`src/mat_dims_pkg.sv`:
```
package mat_dims_pkg;

    // rows of A and rows of the product
    localparam int mat_l = 2;

    // inner dimension shared by a row of A and a column of B
    localparam int mat_m = 8;

    // columns of B, which are the rows of B_T, and columns of the product
    localparam int mat_n = 3;

    // number of multiply lanes working side by side in the engine
    localparam int mod_count = 2;

    // the engine needs this many cycles per output element
    // mat_m has to be a multiple of mod_count for the slices to line up
    localparam int dot_steps = mat_m / mod_count;

    // counter widths, never narrower than one bit so a size of one still works
    localparam int row_w = (mat_l > 1) ? $clog2(mat_l) : 1;
    localparam int col_w = (mat_n > 1) ? $clog2(mat_n) : 1;
    localparam int step_w = (dot_steps > 1) ? $clog2(dot_steps) : 1;

    // total number of elements in the product
    localparam int res_words = mat_l * mat_n;

endpackage

```
`src/mat_data_pkg.sv`:
```
package mat_data_pkg;

    import mat_dims_pkg::*;

    // one 32-bit two's complement matrix element
    typedef logic [31:0] word_t;

    // one row of A or one row of B_T, word 0 sits in the low bits
    typedef word_t [mat_m-1:0] vec_t;

    // whole operands and result, all row-major with element 0 in the low bits
    typedef word_t [mat_l*mat_m-1:0] mat_a_t;
    typedef word_t [mat_n*mat_m-1:0] mat_bt_t;
    typedef word_t [mat_l*mat_n-1:0] mat_res_t;

    // request from outside, operands are only looked at while start is high
    typedef struct packed {
        logic    start;
        mat_a_t  a;
        mat_bt_t b_t;
    } mat_job_t;

    // one vector pair handed to the dot-product engine
    typedef struct packed {
        logic             go;
        logic             last;
        vec_t             a_vec;
        vec_t             b_vec;
        logic [row_w-1:0] row;
        logic [col_w-1:0] col;
    } dot_req_t;

    // finished dot product with its tags carried along
    typedef struct packed {
        logic             valid;
        logic             last;
        word_t            sum;
        logic [row_w-1:0] row;
        logic [col_w-1:0] col;
    } dot_res_t;

endpackage

```
`src/vec_dot_seq.sv`:
```
`timescale 1ns/1ps

module vec_dot_seq
    import mat_dims_pkg::*;
    import mat_data_pkg::*;
(
    input  logic     vector_mult_done,
    input  logic     arst_n,
    input  dot_req_t req,
    input  logic     abort,
    output dot_res_t res,
    output logic     busy
);

    // latched vector pair and tags of the element in flight
    vec_t             a_q;
    vec_t             b_q;
    logic [row_w-1:0] row_q;
    logic [col_w-1:0] col_q;
    logic             last_q;

    // running sum of the slices already consumed
    word_t acc;

    // control state
    logic              active;
    logic [step_w-1:0] step;
    logic              final_step;

    // sum of the mod_count lane products for the current slice
    word_t lane_sum;

    // products and sums keep only their low 32 bits, so signedness does not matter here
    always_comb begin
        int base;
        base = int'(step) * mod_count;
        lane_sum = '0;
        for (int k = 0; k < mod_count; k++) begin
            lane_sum = lane_sum + word_t'(a_q[base + k] * b_q[base + k]);
        end
    end

    assign final_step = (step == step_w'(dot_steps - 1));

    // the engine can take a new go in the cycle that its result leaves
    assign busy = active && !final_step;

    // the last slice is added on the way out so valid lands on the same cycle as the sum
    assign res.valid = active && final_step;
    assign res.sum = acc + lane_sum;
    assign res.last = last_q;
    assign res.row = row_q;
    assign res.col = col_q;

    always_ff @(posedge vector_mult_done or negedge arst_n) begin
        if (!arst_n) begin
            active <= 1'b0;
            step <= '0;
        end else if (abort) begin
            // restart from outside drops whatever was being summed
            active <= 1'b0;
            step <= '0;
        end else if (req.go) begin
            active <= 1'b1;
            step <= '0;
        end else if (active) begin
            if (final_step) begin
                active <= 1'b0;
                step <= '0;
            end else begin
                step <= step + 1'b1;
            end
        end
    end

    // operands, tags and accumulator follow the control state above
    always_ff @(posedge vector_mult_done) begin
        if (req.go) begin
            a_q <= req.a_vec;
            b_q <= req.b_vec;
            row_q <= req.row;
            col_q <= req.col;
            last_q <= req.last;
            acc <= '0;
        end else if (active) begin
            acc <= acc + lane_sum;
        end
    end

endmodule

```
`config.mk`:
```
export PLATFORM = sky130hd
export DESIGN_NAME = vec_dot_seq
export DESIGN_NICKNAME = d
export VERILOG_FILES = /design/src/mat_dims_pkg.sv /design/src/mat_data_pkg.sv /design/src/vec_dot_seq.sv
export SDC_FILE = /design/constraint.sdc
export NUM_CORES = 2
export LEC_CHECK = 0
export BUFFER_PORTS_ARGS = -buffer_cell sky130_fd_sc_hd__buf_2
export CORE_ASPECT_RATIO = 1.5
export CORE_MARGIN = 3
export CORE_UTILIZATION = 35
export DETAILED_ROUTE_END_ITERATION = 7
export PLACE_DENSITY = 0.53
export SLEW_MARGIN = 15
export SYNTH_ARGS = -nofsm -noshare
export SYNTH_HDL_FRONTEND = slang
export SYNTH_SLANG_ARGS = --single-unit
```
`constraint.sdc`:
```
create_clock -name vector_mult_done -period 23.3 [get_ports vector_mult_done]
set_clock_uncertainty 0.15 [all_clocks]
set_input_delay 4.66 -clock vector_mult_done [delete_from_list [all_inputs] [get_ports vector_mult_done]]
set_output_delay 4.66 -clock vector_mult_done [all_outputs]
set_load 0.1 [all_outputs]
```
**After elaboration in Yosys (flattened, before gate mapping)**

Cells that the tools add are included.
W data, S select, Z words.

- Flip-flop bits (word level): 551
- Latch bits: 0
- Memory bits (writable): 0
- ROM bits: 0
- Input bits: 520
- Memories kept: 0

- Add/subtract/negate cells: 4
- $mul: 2
- Div/mod/pow operators: 0
- Magnitude comparators: 2
- Equality and inequality tests: 1
- Shift-type cells: 0
- Mux-type cells: 18
- Bitwise gates (word level): 0
- Reduce and logical (&&, ||, !) cells: 4

Operators by type and width:

| kind | number |
|---|---|
| $bmux W32 S3 | 2 |
| $mux W32 | 6 |
| $bmux W32 S2 | 2 |
| $add A32 B32 Y32 | 2 |
| $mul A32 B32 Y32 | 2 |
| $mux W2 | 4 |
| $add A3 B1 Y4 const B | 1 |
| $lt A3 B4 Y1 const B | 1 |
| $lt A4 B4 Y1 const B | 1 |
| $mux W1 | 4 |
| $reduce_bool A3 Y1 | 1 |
| $add A2 B1 Y2 const B | 1 |
| $eq A2 B2 Y1 const B | 1 |
| $logic_and A1 B1 Y1 | 2 |
| $logic_not A1 Y1 | 1 |

**Logic depth before layout (Yosys ltp)**

- Depth in word-level cells: 7
- Depth in mapped cells: 41
- Gate-level depth less buffers: 33

**Worst setup path after synthesis**

Ideal clock, no wire load.

- Path kind: register to output
- From: register step[1]
- To: output res[27] (netlist bit)
- Data arrival time: 10.948 ns
- Required time: 18.490 ns
- Path slack: 7.542 ns
- Cell stages (with the launch flop): 33
- Path buffers: 6
- Cells stage by stage: dfrtp_1 -> buf_4 -> buf_4 -> buf_2 -> buf_2 -> buf_1 -> clkbuf_1 -> mux2_2 -> o21ai_1 -> nor2_1 -> fa_1 -> inv_1 -> fa_1 -> inv_1 -> fa_1 -> fa_1 -> fa_1 -> inv_1 -> fa_1 -> inv_1 -> fa_1 -> fa_1 -> fa_1 -> inv_1 -> fa_1 -> inv_1 -> ha_1 -> and3_1 -> nand2_1 -> a2111oi_0 -> or2_2 -> a31oi_1 -> xnor2_1

RTL lines:

| what | line | RTL |
|---|---|---|
| start, declared | vec_dot_seq.sv:27 | `logic [step_w-1:0] step;` |
| start signal, assigned | vec_dot_seq.sv:71 | `step <= step + 1'b1;` |
| end, declared | vec_dot_seq.sv:11 | `output dot_res_t res,` |

==> summary.txt <==
Finish
  • Area Overhead vs Synth: 12.9%
  • Layout Nets: 6855
  • Layout cells sized above 1: 0.178

Clock tree
  • Clock transition at path regs: 0.07 ns
  • Skew-Pair Late Insertion Delay: 0.70 ns
  • Resized cells post-CTS: 0
  • TritonCTS Sinks: 551
  • Total CTS buffers: 55
  • Post-CTS Hold Fix Bufs: 0
  • CTS Buffer Depth: 3
  • TritonCTS clock tree: done
  • Clk root buf: clkbuf_16
  • Post-CTS Setup Inserts: 0
  • Htree depth: 2

Global route
  • Met3 GRT Util: 0.0486
  • First-pass GRT wire length: 261000 um
  • Vias in the first global route: 40.8k
  • Routing usage on met1: 0.246
  • Largest net degree at the start of global routing: 193
  • Initial antenna violation count: 57
  • Met2 Usage GRT: 0.408
  • All-layer global routing usage: 0.225
  • GR peak layer: met2
  • GRT overflow: 0

Critical path
  • Slowest-stage cell, CP: a2111oi_0
  • CP bufs+invs: 9
  • CP arrival: 12.55 ns
  • Critical path startpoint category: flip-flop
  • Max FO, Critical Path: 60
  • Critical path class: reg2out
  • CP Data Required Time: 18.49 ns
  • Critical path's largest stage delay: 0.96 ns
  • Top delay family on crit path: adder cells
  • Most used cell, CP: fa_1
  • Element type at the critical path end: primary output

Floorplan
  • Die Footprint: 159000 um^2
  • Initial core utilization: 0.354
  • I/O pin count: 558
  • CORE AREA: 152000 um^2
  • # rows: 175
  • Die height: 486 um
  • Die W: 326 um

Timing
  • Worst-margin pin slew: 1.25 ns
  • Fmax: 57.6 MHz
  • Final min period: 17.36 ns
  • Final TNS setup: 0 ns
  • Hold Violations, Final: 0
  • Worst hold slack: 0.334 ns
  • Final setup fails: 0
  • Final Max Tran Viols: 0
  • Final Cycle Share: 0.745
  • RSZ-0062 raised after global routing: no
  • Slew HR: 0.145

Route
  • First-pass DRT Iterations: 6
  • Residual DRC count: 0
  • 1st-iter DRT viols: 2351
  • Detailed-route wire length per cell: 24.3 um
  • Total wire length: 177000 um
  • Via count: 36.4k
  • Detail Route Antenna Nets: 0
  • Vias per inst: 5.00

Synthesis
  • Syn_nets: 6362
  • #FFs+latches synth: 551
  • Async set-or-reset flop fraction in the synthesized netlist: 0.00544
  • Post-Synthesis Cells: 4679
  • Netlist cell types: 61
  • Post-synth EDFFs: 516
  • YS warnings: 0
  • Post-Syn Area: 53900 um^2
  • Post-synth top flop: edfxtp_1
  • Sequential share of the synthesized area: 0.301
  • Syn Area/Cell: 11.5 um^2

Placed design
  • IO Port Bufs: 557
  • HPWL after DPL: 144000 um
  • Placer Congestion: 0.936

Worst hold path
  • Type of the worst min-delay path: reg2reg

Run
  • Total of max-cap violations: 0

Outcome
  • Run status: completed
-- cell type report --
| type | count | area [um^2] |
|---|---|---|
| inverters | 918 | 3450 |
| well taps | 2035 | 2550 |
| multi-input cells | 3028 | 33400 |
| fillers | 14900 | 91400 |
| repair buffers | 618 | 3300 |
| flip-flops and latches | 551 | 16200 |
| diodes | 27 | 67.6 |
| clock buffers | 66 | 1420 |
| clock inverters | 38 | 365 |
-- cells by family after synthesis --
kind of cell | count (synthesis) | share of synthesized area
simple gates | 1210 | 0.0918
flops | 551 | 0.301
buf+inv | 1100 | 0.0801
xor+xnor | 143 | 0.0253
compound gates | 149 | 0.0171
mux | 363 | 0.0890
fa+ha+maj | 1163 | 0.396
-- worst min-delay path, delay by kind of cell (launching register included) --
family / cells / cell delay, ns
AOI/OAI and AO/OA: 1 / 0.06
DFF: 1 / 0.31
and+or+nand+nor: 1 / 0.06
-- layout by cell type (no fill, tap or decap), types with 93 or more instances in the layout --
cell        n
mux2i_1   177
inv_1     917
buf_2     556
ha_1      262
mux2_2     93
nor2_1    683
edfxtp_1  516
xnor2_1   112
nand2_1   367
fa_1      901
-- sequential cells by signal, summed over array words and instances (netlist names) --
signal / cells
b_q: 256
row_q: 1
acc: 32
a_q: 256
active: 1
col_q: 2
last_q: 1
step: 2
-- synthesized netlist by cell type, types with 4 or more instances --
| cell type | count | share of area |
|---|---|---|
| nor3_1 | 10 | 0.00093 |
| nand2b_1 | 17 | 0.0020 |
| buf_2 | 8 | 0.00074 |
| ha_1 | 262 | 0.061 |
| buf_6 | 12 | 0.0025 |
| a21o_1 | 13 | 0.0018 |
| xor2_1 | 22 | 0.0036 |
| o31ai_1 | 4 | 0.00056 |
| nor2_1 | 683 | 0.048 |
| a31oi_1 | 4 | 0.00046 |
| mux4_2 | 83 | 0.035 |
| nand2_1 | 367 | 0.026 |
| edfxtp_1 | 516 | 0.29 |
| or2_2 | 19 | 0.0022 |
| mux2_2 | 93 | 0.019 |
| o21a_1 | 4 | 0.00056 |
| o21bai_1 | 5 | 0.00070 |
| xnor3_1 | 7 | 0.0029 |
| xnor2_1 | 112 | 0.018 |
| a21oi_1 | 28 | 0.0026 |
| inv_1 | 917 | 0.064 |
| dfxtp_1 | 32 | 0.012 |
| and3_1 | 7 | 0.00081 |
| o21ai_1 | 29 | 0.0027 |
| o21ai_0 | 32 | 0.0030 |
| clkbuf_1 | 123 | 0.0086 |
| fa_1 | 901 | 0.33 |
| and2_1 | 77 | 0.0089 |
| buf_4 | 18 | 0.0025 |
| a21boi_0 | 5 | 0.00070 |
| a211oi_1 | 7 | 0.00098 |
| buf_1 | 20 | 0.0014 |
| nor2b_1 | 11 | 0.0013 |
| mux2i_1 | 185 | 0.034 |
-- per-layer routing --
metal / up-vias / part of all wire
met4: 52 / 0.062
met2: 1412 / 0.52
li1: 15600 / -
met1: 18800 / 0.35
met3: 462 / 0.069
met5: - / 0.0020
-- metrics by stage --
stage | util | instances | area [um^2] | setup slack, ns
finish | 0.399 | 7281 | 60800 | 5.94
global route | 0.399 | 7270 | 60800 | 5.47
CTS | 0.399 | 7254 | 60700 | 6.02
detailed placement | 0.387 | 7150 | 58900 | 6.80
global placement | 0.387 | 7148 | 58900 | 6.84
floorplan | - | 4679 | 53900 | 7.54
-- final timing paths --
kind / slack, ns / cells past startpoint / from / endpoint
hold reg to reg: 0.33 / 2 / acc[22] / acc[22]
min in group asynchronous: 3.63 / 1 / arst_n / step[1]
setup reg to reg: 11.84 / 31 / step[1] / acc[31]
setup / recovery: 5.94 / 32 / step[1] / res[27]
hold / removal: 0.33 / 2 / acc[22] / acc[22]
max in group asynchronous: 19.23 / 1 / arst_n / step[0]
Power is left out: the tool's default activity adds up to more than one toggle a clock period on the data nets, which glitch-free logic cannot reach.
