==> src/mat_dims_pkg.sv <==
package mat_dims_pkg;

    // rows of A and rows of the product
    localparam int mat_l = 2;

    // inner dimension shared by a row of A and a column of B
    localparam int mat_m = 8;

    // columns of B, which are the rows of B_T, and columns of the product
    localparam int mat_n = 3;

    // number of multiply lanes working side by side in the engine
    localparam int mod_count = 2;

    // the engine needs this many cycles per output element
    // mat_m has to be a multiple of mod_count for the slices to line up
    localparam int dot_steps = mat_m / mod_count;

    // counter widths, never narrower than one bit so a size of one still works
    localparam int row_w = (mat_l > 1) ? $clog2(mat_l) : 1;
    localparam int col_w = (mat_n > 1) ? $clog2(mat_n) : 1;
    localparam int step_w = (dot_steps > 1) ? $clog2(dot_steps) : 1;

    // total number of elements in the product
    localparam int res_words = mat_l * mat_n;

endpackage

==> src/mat_data_pkg.sv <==
package mat_data_pkg;

    import mat_dims_pkg::*;

    // one 32-bit two's complement matrix element
    typedef logic [31:0] word_t;

    // one row of A or one row of B_T, word 0 sits in the low bits
    typedef word_t [mat_m-1:0] vec_t;

    // whole operands and result, all row-major with element 0 in the low bits
    typedef word_t [mat_l*mat_m-1:0] mat_a_t;
    typedef word_t [mat_n*mat_m-1:0] mat_bt_t;
    typedef word_t [mat_l*mat_n-1:0] mat_res_t;

    // request from outside, operands are only looked at while start is high
    typedef struct packed {
        logic    start;
        mat_a_t  a;
        mat_bt_t b_t;
    } mat_job_t;

    // one vector pair handed to the dot-product engine
    typedef struct packed {
        logic             go;
        logic             last;
        vec_t             a_vec;
        vec_t             b_vec;
        logic [row_w-1:0] row;
        logic [col_w-1:0] col;
    } dot_req_t;

    // finished dot product with its tags carried along
    typedef struct packed {
        logic             valid;
        logic             last;
        word_t            sum;
        logic [row_w-1:0] row;
        logic [col_w-1:0] col;
    } dot_res_t;

endpackage

==> src/mat_mult_seq.sv <==
`timescale 1ns/1ps

module mat_mult_seq
    import mat_dims_pkg::*;
    import mat_data_pkg::*;
(
    input  logic     vector_mult_done,
    input  logic     arst_n,
    input  mat_job_t job,
    input  logic     busy,
    output dot_req_t req,
    output logic     abort,
    output logic     clear
);

    // operands captured on start, the job inputs may change afterwards
    mat_a_t  op_a;
    mat_bt_t op_b;

    // row of A and row of B_T for the element offered next
    logic [row_w-1:0] cnt_a;
    logic [col_w-1:0] cnt_b;

    // high while elements of the current job still have to be issued
    logic pending;

    logic last_elem;
    logic row_end;

    assign row_end = (cnt_b == col_w'(mat_n - 1));
    assign last_elem = row_end && (cnt_a == row_w'(mat_l - 1));

    // a start takes effect on its own edge, in the engine and in the store alike
    assign abort = job.start;
    assign clear = job.start;

    // go is offered whenever the engine is idle or handing back its result,
    // so elements run back to back without a gap cycle
    assign req.go = pending && !busy;
    assign req.last = last_elem;
    assign req.a_vec = op_a[int'(cnt_a) * mat_m +: mat_m];
    assign req.b_vec = op_b[int'(cnt_b) * mat_m +: mat_m];
    assign req.row = cnt_a;
    assign req.col = cnt_b;

    always_ff @(posedge vector_mult_done) begin
        if (job.start) begin
            op_a <= job.a;
            op_b <= job.b_t;
        end
    end

    always_ff @(posedge vector_mult_done or negedge arst_n) begin
        if (!arst_n) begin
            cnt_a <= '0;
            cnt_b <= '0;
            pending <= 1'b0;
        end else if (job.start) begin
            // a start in mid-run simply begins the walk again from element 0
            cnt_a <= '0;
            cnt_b <= '0;
            pending <= 1'b1;
        end else if (req.go) begin
            // the engine takes the pair on this edge, move on in row-major order
            if (last_elem) begin
                pending <= 1'b0;
                cnt_a <= '0;
                cnt_b <= '0;
            end else if (row_end) begin
                cnt_b <= '0;
                cnt_a <= cnt_a + 1'b1;
            end else begin
                cnt_b <= cnt_b + 1'b1;
            end
        end
    end

endmodule

==> config.mk <==
export PLATFORM = sky130hd
export DESIGN_NAME = mat_mult_seq
export DESIGN_NICKNAME = d
export VERILOG_FILES = /design/src/mat_dims_pkg.sv /design/src/mat_data_pkg.sv /design/src/mat_mult_seq.sv
export SDC_FILE = /design/constraint.sdc
export NUM_CORES = 1
export LEC_CHECK = 0
export BUFFER_PORTS_ARGS = -buffer_cell sky130_fd_sc_hd__clkbuf_2
export CORE_AREA = 2 2 700 702
export DETAILED_ROUTE_END_ITERATION = 16
export DIE_AREA = 0 0 702 704
export GPL_TIMING_DRIVEN = 1
export MAX_ROUTING_LAYER = met4
export RECOVER_POWER = 50
export SYNTH_ARGS = -nofsm -noshare
export SYNTH_HDL_FRONTEND = slang
export SYNTH_SLANG_ARGS = --single-unit
==> constraint.sdc <==
create_clock -name vector_mult_done -period 1.65 [get_ports vector_mult_done]
set_input_delay 0.33 -clock vector_mult_done [delete_from_list [all_inputs] [get_ports vector_mult_done]]
set_output_delay 0.33 -clock vector_mult_done [all_outputs]
set_load 0.01 [all_outputs]
* Yosys cells after proc, flatten, opt, wreduce, memory -nomap -nowiden *
Index checks and enable logic that the tools add are counted.

cells by class
  $lt $le $gt $ge = 0
  div/mod/pow operators = 0
  multiplexer cells = 11
  reduce and logical (&&, ||, !) cells = 8
  shift-type cells = 64
  $mul = 0
  bitwise logic cells = 0
  eq/ne operators = 1
  $add $sub $neg = 2

operators by type and width
  cell                                                           number
  24-bit by 6-bit variable part select with 8-bit output         32
  16-bit by 5-bit variable part select with 8-bit output         32
  2-bit 2-to-1 mux                                               4
  1-bit 2-to-1 mux                                               7
  2-bit AND reduction                                            2
  2-bit nonzero test                                             2
  3-bit nonzero test                                             1
  2-bit by 1-bit adder with 2-bit output, second input constant  1
  2-bit equality test, second input constant                     1
  1-bit logical AND                                              2
  1-bit adder, second input constant                             1
  1-bit logical NOT                                              1

storage, ports and cells
  memories kept = 0
  latch bits = 0
  ROM bits = 0
  flip-flop bits (word level) = 1284
  input bits = 1284
  word-level logic and storage cells = 129
  output and inout bits = 519
  bits in writable memories = 0

* Logic depth before layout (Yosys ltp) *
Gate-level depths: netlist (run 1).

  depth in word-level cells = 5
  gate-level depth with buffers = 7
  mapped depth without buffers = 3

* Least setup slack after synthesis (run 1) *
Ideal clock, no wire load.

  path kind = flip-flop to output port
  start = reg cnt_b[1]
  end = out req[103] (netlist bit)
  stages on the path, launching flop included = 6
  slack = 64 ps
  buffers on the path = 3
  data required time = 1320 ps
  arrival = 1256 ps
  cells stage by stage = dfrtp_1 buf_4 buf_6 buf_6 mux2i_1 o21ai_0

RTL lines
  what                    RTL line            source
  from (decl)             mat_mult_seq.sv:22  logic [col_w-1:0] cnt_b;
  from (signal assigned)  mat_mult_seq.sv:73  cnt_b <= cnt_b + 1'b1;
  to (decl)               mat_mult_seq.sv:11  output dot_req_t req,

==> impl_metrics.csv, run 1 <==
group,metric,value,unit
power,cellLeakagePower,34.6,nW
clock_tree,cts_max_path_buffers,4,
final_layout,drive_gt1_share,47.0,%
synthesis,synth_top_area_share,81.3,%
clock_tree,cts_tree,"done",
clock_tree,numCtsBuffers,165,
sta,fin_crit_sh,200,%
sta,skew,0.0211,ns
critical_path,cp-end-kind,"output port",
sta,setup-tns-final,-904.96,ns
detailed_routing,vias,40700,
global_routing,overflow,0,
power,comb_power_share,22.4,%
global_routing,antenna_found_initial,219,
place,dp.final_hpwl,322000,um
global_routing,grt_pass1_wl,476000,um
synthesis,synth.distinct_cells,19,
sta,setup_viol,1469,
sta,hold_viol,0,
place,gp_congestion,1.12,
sta,slew_headroom,28.5,%
floorplan,fp.dieH,704,um
critical_path,arrival,2.97,ns
sta,setup_ws,-1.65,ns
critical_path,worstSetupPathType,"register to output port",
final_layout,final_cells,12800,
power,p_switching,29.6,mW
power,p_seq_share,40.3,%
critical_path,critPathLaunchType,"register",
floorplan,core_area,0.487,mm2
floorplan,die_x,702,um
synthesis,yosysTopAreaCell,"edfxtp_1",
place,io_buffers,1802,
synthesis,synth_edf_count,1280,
clock_tree,cts-root-buf,"clkbuf_16",
global_routing,grt_max_degree,67,
critical_path,required,1.32,ns
floorplan,die_area,0.494,mm2
sta,max_freq,303,MHz
synthesis,ys_seq_elements,1284,
power,switching_share,29.8,%
run,maxCapViolCount,0,
synthesis,synthFlopType,"edfxtp_1",
synthesis,netlist_area,0.0473,mm2
sta,period_needed,3.30,ns
synthesis,syn_inst,2441,
run_status,status,"finished with violations",
detailed_routing,wire_per_inst,30.7,um
power,p_int,69.7,mW
detailed_routing,routed_wl,392000,um
synthesis,synth_area_leaders,"edfxtp_1 (81%), mux2_2 (6.1%), mux2i_1 (5.5%), nand2_1 (2.0%), o21ai_0 (1.6%)",
detailed_routing,drt_first_pass_iters,5,
global_routing,grt_pass1_vias,41700,
synthesis,syn_nets,3725,
synthesis,yosys_warnings,0,
synthesis,avgSynthCellArea,19.4,um2
synthesis,seq_area_frac_synth,81.5,%
place,dp_cells,11000,
synthesis,async_flop_share,0.312,%
clock_tree,clk_latency,0.87,ns
clock_tree,htree_levels,4,
floorplan,initial_core_util,9.70,%
place,place_ws,-1.44,ns
critical_path,cp_max_fo,25,
detailed_routing,drtIter0Drc,4012,
synthesis,synth_top_cells_by_count,"edfxtp_1 (1280), mux2i_1 (258), mux2_2 (256), nand2_1 (256), o21ai_0 (149)",
power,power.density,1070,mW/mm2
floorplan,pin_count,1803,
detailed_routing,viasPerCell,3.18,
sta,worstMarginPinSlew,1.07,ns
final_layout,fin_util,19.1,%
detailed_routing,drcViolationCount,0,
floorplan,rows,257,
power,max-vdd-ir-drop,0.000869,V
final_layout,synthToLayoutAreaGrowth,96.4,%
sta,finalMaxSlewViolations,0,
run_status,violations,"setup timing",
critical_path,rr_worst_depth,7,
synthesis,yosysMostFrequentCell,"edfxtp_1",
power,power_frac_clock,37.3,%
detailed_routing,antenna_left,0,
min_path,hold_depth,2,
min_path,worst_hold_path_type,"input port to register",
sta,rsz0062_at_grt,"true",
clock_tree,clock_sink_count,1284,
global_routing,gr-usage-all-layers,15.5,%
final_layout,nNetsFinal,7350,
clock_tree,clkTransAtPathRegs,0.06,ns
-- worst max-delay path, stage by stage (launching register included) --
cell	delay, ns
dfrtp_4	0.53
buf_16	0.18
buf_12	0.14
buf_16	0.16
buf_16	0.22
mux2i_1	0.15
o21ai_2	0.32
buf_6	0.19
buf_12	0.10
-- worst paths after layout --
| check | from | endpoint | slack (ns) |
|---|---|---|---|
| min reg2reg | pending | pending | 0.51 |
| max reg2reg | cnt_b[1] | cnt_b[1] | -0.22 |
| min | job[1134] | op_a[366] | 0.16 |
| max in group asynchronous | arst_n | cnt_a | 0.73 |
| max | cnt_b[1] | req[163] | -1.65 |
| min in group asynchronous | arst_n | cnt_b[1] | 0.58 |
-- metal layers --
| metal | routed length, um | part of all wire [%] | vias up | global-route usage, % |
|---|---|---|---|---|
| li1 | - | - | 16900 | - |
| met1 | 156000 | 40 | 20600 | 18.1 |
| met2 | 177000 | 45 | 2544 | 24.2 |
| met3 | 41400 | 11 | 670 | 6.02 |
| met4 | 16800 | 4.3 | 0 | 5.23 |
| met5 | 0 | 0 | - | - |
-- registers in the layout, indices dropped and copies added, names as in the netlist --
signal,count
op_b,768
op_a,512
cnt_a,1
cnt_b,2
pending,1
-- per-stage QoR --
step	total power, mW	cell area (um2)	hold WS [ns]
after global placement	57.3	70500	0.211
final	99.3	92900	0.158
after global routing	102	92900	0.0814
after floorplan	43.1	47300	0.0344
after CTS	99.4	91000	0.0200
after detailed placement	57.4	70600	0.213
-- layout make-up --
| cell class | instances | area (um2) |
|---|---|---|
| multi-input combinational | 1037 | 10100 |
| sequential | 1284 | 38500 |
| tap | 6475 | 8100 |
| antenna | 110 | 275 |
| timing repair buffer | 3578 | 30500 |
| clock buffer | 188 | 4260 |
| fill | 52400 | 395000 |
| clock inverter | 113 | 1130 |
-- power by group through the flow --
stage / Combinational [mW] / Clock, mW / Sequential (mW)
4_1_cts: 21.5 / 37.9 / 40.0
3_5_place_dp: 16.8 / 0 / 40.6
5_1_grt: 23.1 / 39.1 / 40.2
6_report: 22.2 / 37.1 / 40.1
3_3_place_gp: 16.7 / 0 / 40.6
2_1_floorplan: 3.24 / 0 / 39.9
-- logic make-up (layout without fill, tap and decap cells) --
family                 count (synthesis)  in the layout  synth area share [%]
AO/OA/AOI/OAI                        257            257                  2.72
XOR/XNOR                               1              1                0.0185
buffers and inverters                120           3879                  2.07
flip-flops                          1284           1284                  81.5
multiplexers                         514            514                  11.6
other                                  0            110                     0
AND/OR/NAND/NOR                      265            265                  2.16
-- layout by cell type, fill, tap and decap left out, drive strengths merged, types with 70 or more instances in the layout --
master / count
clkbuf: 1792
dlygate4sd3: 1285
edfxtp: 1280
buf: 689
diode: 110
nand2: 256
mux2i: 258
clkinv: 70
o21ai: 256
mux2: 256
-- what timing repair did --
item / in CTS / in global routing
endpoints found under the hold margin: 1383 / 0
endpoints found under the setup margin: 520 / 800
hold buffers: 1285 / 0
resized for setup: 429 / 399
cloned: 7 / 11
pin swaps: 14 / 21
setup buffers: 35 / 46
Note: power is estimated with default switching activity, not from simulation.
==> run 2, diff against run 1 <==
--- a/config.mk
+++ b/config.mk
@@ -7,6 +7,7 @@
 export LEC_CHECK = 0
 export BUFFER_PORTS_ARGS = -buffer_cell sky130_fd_sc_hd__clkbuf_2
 export CORE_AREA = 2 2 700 702
+export CTS_BUF_LIST = sky130_fd_sc_hd__clkbuf_8
 export DETAILED_ROUTE_END_ITERATION = 16
 export DIE_AREA = 0 0 702 704
 export GPL_TIMING_DRIVEN = 1
==> run 2 against run 1 <==
The flow now stops in 4_1_cts. Synthesized cell count unchanged. Synthesized area did not move.
==> impl_metrics.csv, run 2 <==
group,metric,value,unit
synthesis,synth_top_cells_by_count,"edfxtp_1 (1280), mux2i_1 (258), mux2_2 (256), nand2_1 (256), o21ai_0 (149)",
clock_tree,cts_max_path_buffers,4,
clock_tree,numCtsBuffers,239,
floorplan,pin_count,1803,
synthesis,synth_edf_count,1280,
synthesis,synth_top_family_by_area,"multiplexers",
synthesis,synthMuxAreaShare,11.6,%
synthesis,yosysTopAreaCell,"edfxtp_1",
synthesis,synth-compound-area-share,2.72,%
place,dp.final_hpwl,322000,um
run_status,error,"[ERROR RSZ-0060] Max buffer count reached.",
run_status,haltStage,"4_1_cts",
clock_tree,post_cts_buffers,41,
run_status,status,"did not finish",
clock_tree,cts_hold_buffers,2296,
synthesis,syn_nets,3725,
synthesis,ys_seq_elements,1284,
place,place_ws,-1.44,ns
synthesis,seq_area_frac_synth,81.5,%
synthesis,synth.distinct_cells,19,
synthesis,async_flop_share,0.312,%
floorplan,rows,257,
synthesis,yosys_warnings,0,
clock_tree,htree_levels,4,
synthesis,synthXorXnorAreaFrac,0.0185,%
synthesis,yosysMostFrequentCell,"edfxtp_1",
clock_tree,post_cts.resized_instances,633,
synthesis,synthSimpleGateAreaFrac,2.16,%
clock_tree,cts-root-buf,"clkbuf_8",
synthesis,avgSynthCellArea,19.4,um2
place,gp_congestion,1.12,
place,io_buffers,1802,
floorplan,initial_core_util,9.70,%
synthesis,synthAdderAreaFrac,0,%
floorplan,fp.dieH,704,um
floorplan,die_x,702,um
synthesis,netlist_area,0.0473,mm2
clock_tree,clock_sink_count,1284,
synthesis,synthFlopType,"edfxtp_1",
synthesis,synth_top_area_share,81.3,%
synthesis,syn_inst,2441,
synthesis,synth_area_leaders,"edfxtp_1 (81%), mux2_2 (6.1%), mux2i_1 (5.5%), nand2_1 (2.0%), o21ai_0 (1.6%)",
[run 2: cell counts after synthesis]
No cell type changed its count.
[run 2: cells by family after synthesis]
| kind of cell | count (synthesis) |
|---|---|
| DFF | 1284 |
| muxes | 514 |
| AOI/OAI and AO/OA | 257 |
| xor gates and xnor gates | 1 |
| and+or+nand+nor | 265 |
| buffers and inverters | 120 |
[run 2: stage by stage]
step	TNS [ns]	hold WS, ns	std cells	util (%)	instance area [um2]
2_1_floorplan	0	0.0344	2441	-	47300
3_3_place_gp	-268.63	0.211	11000	14.5	70500
3_5_place_dp	-255.06	0.213	11000	14.5	70600
==> run 3, diff against run 2 <==
--- a/config.mk
+++ b/config.mk
@@ -6,12 +6,11 @@
 export NUM_CORES = 1
 export LEC_CHECK = 0
 export BUFFER_PORTS_ARGS = -buffer_cell sky130_fd_sc_hd__clkbuf_2
-export CORE_AREA = 2 2 700 702
-export CTS_BUF_LIST = sky130_fd_sc_hd__clkbuf_8
+export CORE_AREA = 2 2 697 699
 export DETAILED_ROUTE_END_ITERATION = 16
-export DIE_AREA = 0 0 702 704
+export DIE_AREA = 0 0 699 701
 export GPL_TIMING_DRIVEN = 1
-export MAX_ROUTING_LAYER = met4
+export PLACE_DENSITY_LB_ADDON = 0.15
 export RECOVER_POWER = 50
 export SYNTH_ARGS = -nofsm -noshare
 export SYNTH_HDL_FRONTEND = slang
==> run 3 against run 2 <==
The flow now finishes, with violations (setup timing).
==> impl_metrics.csv, run 3 (synthesized netlist as in run 1, its figures left out) <==
group,metric,value,unit
floorplan,pin_count,1803,
clock_tree,cts-root-buf,"clkbuf_16",
global_routing,grt_pass1_vias,41100,
place,dp_cells,10900,
detailed_routing,routed_wl,332000,um
detailed_routing,drtIter0Drc,2391,
power,power.density,1060,mW/mm2
clock_tree,cts_tree,"done",
clock_tree,clk_latency,0.87,ns
final_layout,final_cells,12700,
sta,setup_ws,-1.50,ns
final_layout,reg_top3,"op_b: 768 flops, op_a: 512 flops, cnt_b: 2 flops",
min_path,hp-start,"job[1275]",
sta,rsz0062_at_grt,"true",
sta,slew_headroom,27.9,%
sta,max_freq,317,MHz
detailed_routing,drcViolationCount,0,
sta,skew,0.00588,ns
sta,finalMaxSlewViolations,0,
critical_path,arrival,2.82,ns
detailed_routing,wire_per_inst,26.2,um
global_routing,gr-usage-all-layers,12.8,%
sta,hold_viol,0,
min_path,hold_depth,2,
detailed_routing,antenna_left,0,
sta,setup-tns-final,-696.24,ns
final_layout,synthToLayoutAreaGrowth,90.7,%
place,io_buffers,1802,
detailed_routing,vias,37900,
place,gp_congestion,0.886,
final_layout,largest_reg_flops,768,
run,maxCapViolCount,0,
detailed_routing,drt_first_pass_iters,6,
critical_path,ff2ff_setup_slack,-0.54,ns
detailed_routing,viasPerCell,2.99,
power,total_power,95.3,mW
floorplan,core_area,0.482,mm2
floorplan,initial_core_util,9.82,%
run_status,violations,"setup timing",
floorplan,fp.dieH,701,um
power,max-vdd-ir-drop,0.000711,V
critical_path,rr_worst_depth,8,
critical_path,r2r_end,"cnt_b[1]",
min_path,worst_hold_path_type,"input port to register",
floorplan,die_area,0.490,mm2
global_routing,grt_pass1_wl,416000,um
clock_tree,cts_max_path_buffers,4,
critical_path,worstReg2RegStart,"cnt_b[1]",
clock_tree,numCtsBuffers,177,
global_routing,grt_max_degree,68,
sta,period_needed,3.15,ns
clock_tree,htree_levels,4,
critical_path,cp-end-kind,"output port",
final_layout,final_cell_mix,"clkbuf_2 (1410), dlygate4sd3_1 (1285), edfxtp_1 (1280)",
sta,fin_crit_sh,191,%
final_layout,regMostFlops,"op_b",
floorplan,rows,255,
final_layout,nNetsFinal,7360,
place,place_ws,-1.56,ns
final_layout,fin_util,18.7,%
min_path,whs_endpoint,"op_a[507]",
clock_tree,clkTransAtPathRegs,0.06,ns
place,dp.final_hpwl,271000,um
power,cellLeakagePower,33.6,nW
critical_path,cp_max_fo,19,
critical_path,critPathLaunchType,"register",
run_status,status,"finished with violations",
floorplan,die_x,699,um
critical_path,required,1.32,ns
global_routing,antenna_found_initial,137,
sta,worstMarginPinSlew,1.08,ns
final_layout,layout_commonest_cell,"clkbuf_2",
clock_tree,clock_sink_count,1284,
final_layout,drive_gt1_share,45.0,%
sta,setup_viol,786,
critical_path,worstSetupPathType,"register to output port",
global_routing,overflow,0,
==> run 3: area by class of cell <==
cell class                 instances  area [um2]
antenna                           50         125
fill                           52900      392000
multi-input combinational       1037        9690
timing repair buffer            3576       28400
clock inverter                    90         777
clock buffer                     222        4620
sequential                      1284       38500
tap                             6425        8040
==> run 3: worst max path at each step <==
stage	startpoint	end	slack [ns]	cells past startpoint
floorplan	cnt_b[1]	req[103]	0.06	5
global placement	cnt_b[1]	req[103]	-1.68	5
detailed placement	cnt_b[1]	req[96]	-1.56	6
CTS	cnt_b[0]	req[25]	-1.74	11
global route	cnt_b[1]	req[111]	-1.67	7
finish	cnt_b[1]	req[83]	-1.50	7
==> run 3: timing repair <==
item / CTS / global route
endpoints found under the hold margin: 1323 / 0
resized for setup: 428 / 437
pin swaps: 11 / 31
setup endpoints to repair: 521 / 523
hold buffers: 1285 / 0
setup buffers: 32 / 76
gates cloned: 11 / 9
==> run 3: critical path, stage by stage, from the launching register on <==
cell	delay, ns
dfrtp_4	0.55
buf_16	0.22
buf_12	0.20
buf_12	0.16
mux2i_1	0.13
o21ai_2	0.32
buf_4	0.18
clkbuf_2	0.14
==> run 3: per-layer routing <==
layer	track usage [%]	share of wire [%]	vias up	wire, um
met5	0	0.12	-	394
met2	22.9	50	1540	167000
met4	2.52	2.3	60	7650
li1	-	-	16900	-
met3	3.48	6.8	391	22600
met1	15.4	41	19100	135000
==> run 3: power breakdown <==
group          leakage, nW  switching, mW  internal [mW]
Clock                 2.60           16.0           21.0
Sequential            12.6           1.05           38.8
Combinational         18.4           9.98           8.46
==> run 3: stage by stage <==
stage | instance area [um2] | hold WS [ns]
3_5_place_dp | 67700 | 0.295
5_1_grt | 90200 | 0.0874
4_1_cts | 88200 | 0.0380
6_report | 90200 | 0.151
2_1_floorplan | 47300 | 0.0344
3_3_place_gp | 67700 | 0.298
